### config.mk
export PLATFORM = sky130hd
export DESIGN_NAME = debug_req_gate
export DESIGN_NICKNAME = d
export VERILOG_FILES = /design/src/rtl/soc_pkg.sv /design/src/rtl/debug_req_gate.sv
export SDC_FILE = /design/constraint.sdc
export NUM_CORES = 1
export LEC_CHECK = 0
export BUFFER_PORTS_ARGS = -buffer_cell sky130_fd_sc_hd__buf_4
export CORE_AREA = 8 8 45 47
export CTS_CLUSTER_SIZE = 40
export DETAILED_ROUTE_END_ITERATION = 8
export DIE_AREA = 0 0 53 55
export PLACE_DENSITY_LB_ADDON = 0.2
export SYNTH_ARGS = -nofsm -noshare
export SYNTH_HDL_FRONTEND = slang
export SYNTH_SLANG_ARGS = --single-unit
### constraint.sdc
create_clock -name clk_i -period 1.7 [get_ports clk_i]
set_input_delay 0.255 -clock clk_i [delete_from_list [all_inputs] [get_ports clk_i]]
set_output_delay 0.255 -clock clk_i [all_outputs]
set_load 0.02 [all_outputs]
### src/rtl/soc_pkg.sv
// --------------------------------------------------
// SoC package for the memory-side test harness
// Address map, bus widths, latencies and bus structs
// --------------------------------------------------
package soc_pkg;

  localparam int unsigned AddrWidth = 32;
  localparam int unsigned DataWidth = 64;
  localparam int unsigned StrbWidth = DataWidth / 8;
  localparam int unsigned ByteOffset = $clog2(StrbWidth);

  // Address map
  localparam logic [AddrWidth-1:0] RomBase    = 32'h0001_0000;
  localparam logic [AddrWidth-1:0] RomLength  = 32'h0000_0100;
  localparam logic [AddrWidth-1:0] DramBase   = 32'h8000_0000;
  localparam logic [AddrWidth-1:0] DramLength = 32'h0000_1000;

  localparam int unsigned RomWords     = RomLength / StrbWidth;
  localparam int unsigned DramWords    = DramLength / StrbWidth;
  localparam int unsigned RomIdxWidth  = $clog2(RomWords);
  localparam int unsigned DramIdxWidth = $clog2(DramWords);

  // Request delay, one memory cycle, response delay
  localparam int unsigned DramDelay  = 2;
  localparam int unsigned RspLatency = 2 * DramDelay + 1;

  localparam logic [DataWidth-1:0] RomPattern = 64'hA5C3_0F96_5A3C_F069;

  localparam int unsigned DebugHoldCycles = 16;
  localparam int unsigned DebugCntWidth   = $clog2(DebugHoldCycles + 1);

  typedef enum logic [1:0] {
    RespOkay   = 2'b00,
    RespDecErr = 2'b11
  } resp_e;

  typedef struct packed {
    logic                 we;
    logic [AddrWidth-1:0] addr;
    logic [StrbWidth-1:0] be;
    logic [DataWidth-1:0] wdata;
  } mem_req_t;

  typedef struct packed {
    logic [DataWidth-1:0] rdata;
    resp_e                resp;
  } mem_rsp_t;

endpackage
### src/rtl/debug_req_gate.sv
// --------------------------------------------------
// Debug request gate
// Blocks debug requests for a hold window after
// reset and whenever debug is disabled
// --------------------------------------------------
`timescale 1ns/1ps

module debug_req_gate import soc_pkg::*; (
  input  logic clk_i,
  input  logic rst_ni,
  input  logic debug_enable_i,
  input  logic debug_req_i,
  output logic debug_req_o
);

  logic [DebugCntWidth-1:0] hold_cnt_q;
  logic                     hold_done;

  assign hold_done = (hold_cnt_q == '0);

  // Hold-off counter, stops at zero
  always_ff @(posedge clk_i or negedge rst_ni) begin
    if (!rst_ni) begin
      hold_cnt_q <= DebugCntWidth'(DebugHoldCycles);
    end else if (!hold_done) begin
      hold_cnt_q <= hold_cnt_q - 1'b1;
    end
  end

  always_ff @(posedge clk_i or negedge rst_ni) begin
    if (!rst_ni) begin
      debug_req_o <= 1'b0;
    end else begin
      debug_req_o <= hold_done & debug_enable_i & debug_req_i;
    end
  end

endmodule

Word level (Yosys, flattened, before mapping)
Cells that the tools add are included.
Storage, ports and cells
  bits in registers: 6
  bits of input ports: 4
Operators by class
  add/sub/neg operators: 1
  bitwise logic cells: 2
  reduce and logical (&&, ||, !) cells: 1
Operators by type and width (number)
  $logic_not 5->1: 1
  $sub 5x1->5 const B: 1
  $and 1x1->1: 2

Depth between registers and ports, before layout
  depth in word-level cells: 3
  depth in mapped cells: 5
  depth with buffers taken out: 5

Worst setup path after synthesis
Ideal clock, no wire load.
  path type: reg-to-reg
  from: register hold_cnt_q[0]
  to: register hold_cnt_q[4]
  setup time: 0.077 ns
  data arrival time: 1.163 ns
  required time: 1.623 ns
  slack: 0.461 ns
  cell stages (with the launch flop): 5
  buffers on the path: 0
  cells stage by stage: dfrtp_1 -> inv_1 -> ha_1 -> or3b_1 -> a21o_1
On the way
  word-level cells in the longest chain between the ends: 1
  elaborated cells between the ends (all ways): 2
  classes of those cells: 1 x add/sub; 1 x reduce/logical
RTL lines
  start, declared: line debug_req_gate.sv:16  | logic [DebugCntWidth-1:0] hold_cnt_q;
  start signal, assigned: line debug_req_gate.sv:24  | hold_cnt_q <= DebugCntWidth'(DebugHoldCycles);
  start signal, assigned: line debug_req_gate.sv:26  | hold_cnt_q <= hold_cnt_q - 1'b1;
  $sub 5x1->5 / $logic_not 5->1 (equally long branches): line debug_req_gate.sv:26, debug_req_gate.sv:19
Parallel ways exist; a longest one is shown, timed or not.
A chain may end at the register's enable or synchronous reset.

Worst setup path in the final report
  from: register hold_cnt_q[0]
  to: register hold_cnt_q[1]
Same word-level chain as after synthesis.

==> flow_metrics.tcl <==
set metrics [dict create \
    grt_pass1_vias 198 \
    fp.dieW_um 53 \
    diodes 0 \
    status "finished clean" \
    finClkSkew_ns 0.0123 \
    fin_util_pct 26.9 \
    final_min_period_over_clock_period_pct 79.4 \
    cp.buffers_inverters 1 \
    drv_cap 0 \
    drtPass1Iterations 4 \
    slowest_stage "dfrtp_1" \
    synth.avg_cell_area_um2 11.5 \
    fmax_mhz 741 \
    gp_congestion 0.633 \
    drive_above_1_share_pct 29.4 \
    timing.rr.start "hold_cnt_q[0]" \
    slew_viol_final 0 \
    syn_nets 31 \
    rsz0062_at_grt "no" \
    crit_required_ns 1.86 \
    finalHoldViolations 0 \
    viasPerCell 3.94 \
    leakagePower_nw 0.187 \
    reg2regPathDepth 5 \
    rrSetupSlack_ns 0.35 \
    min_period_ns 1.35 \
    die_h_um 55 \
    setup_viol 0 \
    pwr_density_cell_nw_per_um2 810 \
    worstPathCellList "inv_1 > ha_1 > nand2b_1 > nor3_2 > mux2i_1" \
    crit_type "register to register" \
    drtIter0Drc 1 \
    place_worst_setup_slack_ns 0.348 \
    r2r-end "hold_cnt_q[1]" \
    grt_use_total_pct 4.67 \
    grt-ovfl-total 0 \
    yosysUniqueCellTypes 15 \
    netlist_instances 25 \
    min_path_type "input pin to register" \
    final_area_um2 373 \
    ys_warn_count 0 \
    coreArea_um2 1380 \
    crit_family "flip-flops" \
    ys_ff_latch 6 \
    post_cts_resized 0 \
    htreeDepth 1 \
    area_growth_pct 30.1 \
    cts_tree "yes" \
    path_clk_slew_ns 0.05 \
    setup_slack_ns 0.350 \
    wl_per_cell_um 10.2 \
    cpPeakStageDelay_ns 0.40 \
    rows 14 \
    yosysSeqAreaShare_pct 52.8 \
    dieArea_um2 2920 \
    routed-via-count 197 \
    grt_max_degree 7 \
    ctsLongestPathBuffers 2 \
    path_max_fanout 3 \
    wl_um 510 \
    insertion_delay_ns 0.25 \
    post_cts_buffers 0 \
    critPathArrivalTime_ns 1.51 \
    critPathCaptureType "register" \
    netlist_area_um2 287 \
    crit_end "hold_cnt_q[1]" \
    antenna_found_initial 0 \
    cp.depth 5 \
    io_pins 5 \
    ir_worst_vdd_mv 0.335 \
    nNetsFinal 41 \
    ant_nets 0 \
    drcViolationCount 0 \
    critPathLaunch "hold_cnt_q[0]" \
    n_fill_cell 146 \
    cts.sinks 6 \
    finalSetupTns_ns 0 \
    cts_root_buffer "clkbuf_4" \
    relSlewSlack_pct 80.4 \
    placed_area_um2 337 \
    finalPower_mw 0.302 \
    initial_core_util_pct 20.7 \
    max_slew.worst_pin.slew_ns 0.292 \
    critPathLaunchType "register" \
    holdBufCountCts 1 \
    io_buffers 4 \
    grt_pass1_wl_um 883 \
    cts-buffers-inserted 3 \
]
-- Yosys cell counts, drive strengths merged --
cell | instances | area share [%]
dfrtp | 5 | 44
inv | 4 | 5.2
nor3 | 3 | 8.7
ha | 2 | 8.7
o21ai | 2 | 3.5
a21o | 1 | 2.6
and3 | 1 | 2.2
dfstp | 1 | 9.2
mux2i | 1 | 3.5
nand2b | 1 | 2.2
nand3 | 1 | 1.7
o211ai | 1 | 2.6
or3b | 1 | 3.1
xnor2 | 1 | 3.1
-- per-layer routing --
metal  vias to the layer above  global-route usage (%)  routed length, um
met5                         -                       0                  0
met4                         0                    6.47                  0
met3                         0                    1.87                 30
met2                         4                    6.45                255
met1                        91                    4.62                224
li1                        102                       -                  -
-- placed cells by master (no fill, tap or decap) --
cell type	netlist	final
nor3_1	1	1
nand3_1	1	1
o21ai_0	2	2
mux2i_1	1	1
a21o_1	1	1
dlygate4sd3_1	0	1
nand2b_1	1	1
dfstp_2	1	1
and3_1	1	1
clkbuf_4	0	3
dfrtp_1	5	5
or3b_1	1	1
inv_1	4	4
buf_4	0	4
xnor2_1	1	1
o211ai_1	1	1
ha_1	2	2
clkbuf_1	0	1
nor3_2	2	2
-- per-stage QoR --
| stage | hold slack [ns] | cells |
|---|---|---|
| after global routing | 0.245 | 50 |
| after floorplan | -0.0406 | 25 |
| after global placement | 0.0699 | 45 |
| final | 0.248 | 50 |
| after CTS | 0.241 | 50 |
| after detailed placement | 0.0706 | 45 |
-- state kept, by name (all words and copies together), names as in the netlist --
register and flops:
debug_req_o 1, hold_cnt_q 5
-- where the power goes --
part / switching [mW] / total, mW / internal [mW]
combinational: 0.00583 / 0.0138 / 0.00794
sequential: 0.000276 / 0.145 / 0.144
clock: 0.0545 / 0.144 / 0.0891
total: 0.0606 / 0.302 / 0.241
-- layout make-up --
class | instances | area, um^2 | area share (%)
flip-flops and latches | 6 | 151 | 40.6
well taps | 16 | 20.0 | 5.37
repair buffers | 5 | 40.0 | 10.7
clock buffers | 4 | 26.3 | 7.05
inverters | 4 | 15.0 | 4.03
multi-input cells | 15 | 120 | 32.2
-- worst min-delay path by stage --
stage	startpoint	end	slack [ns]	cells past startpoint
floorplan	rst_ni	debug_req_o	-0.04	0
finish	debug_enable_i	debug_req_o	0.25	2
global route	debug_enable_i	debug_req_o	0.24	2
global placement	rst_ni	hold_cnt_q[2]	0.07	1
detailed placement	rst_ni	debug_req_o	0.07	1
CTS	debug_enable_i	debug_req_o	0.24	2
-- cells by family after synthesis --
kind of cell / Yosys count / synth area share (%)
xor+xnor: 1 / 3.06
buf+inv: 4 / 5.24
fa+ha+maj: 2 / 8.73
mux: 1 / 3.49
flops: 6 / 52.8
compound gates: 4 / 8.74
simple gates: 7 / 17.9
(Power assumes the default switching activity.)
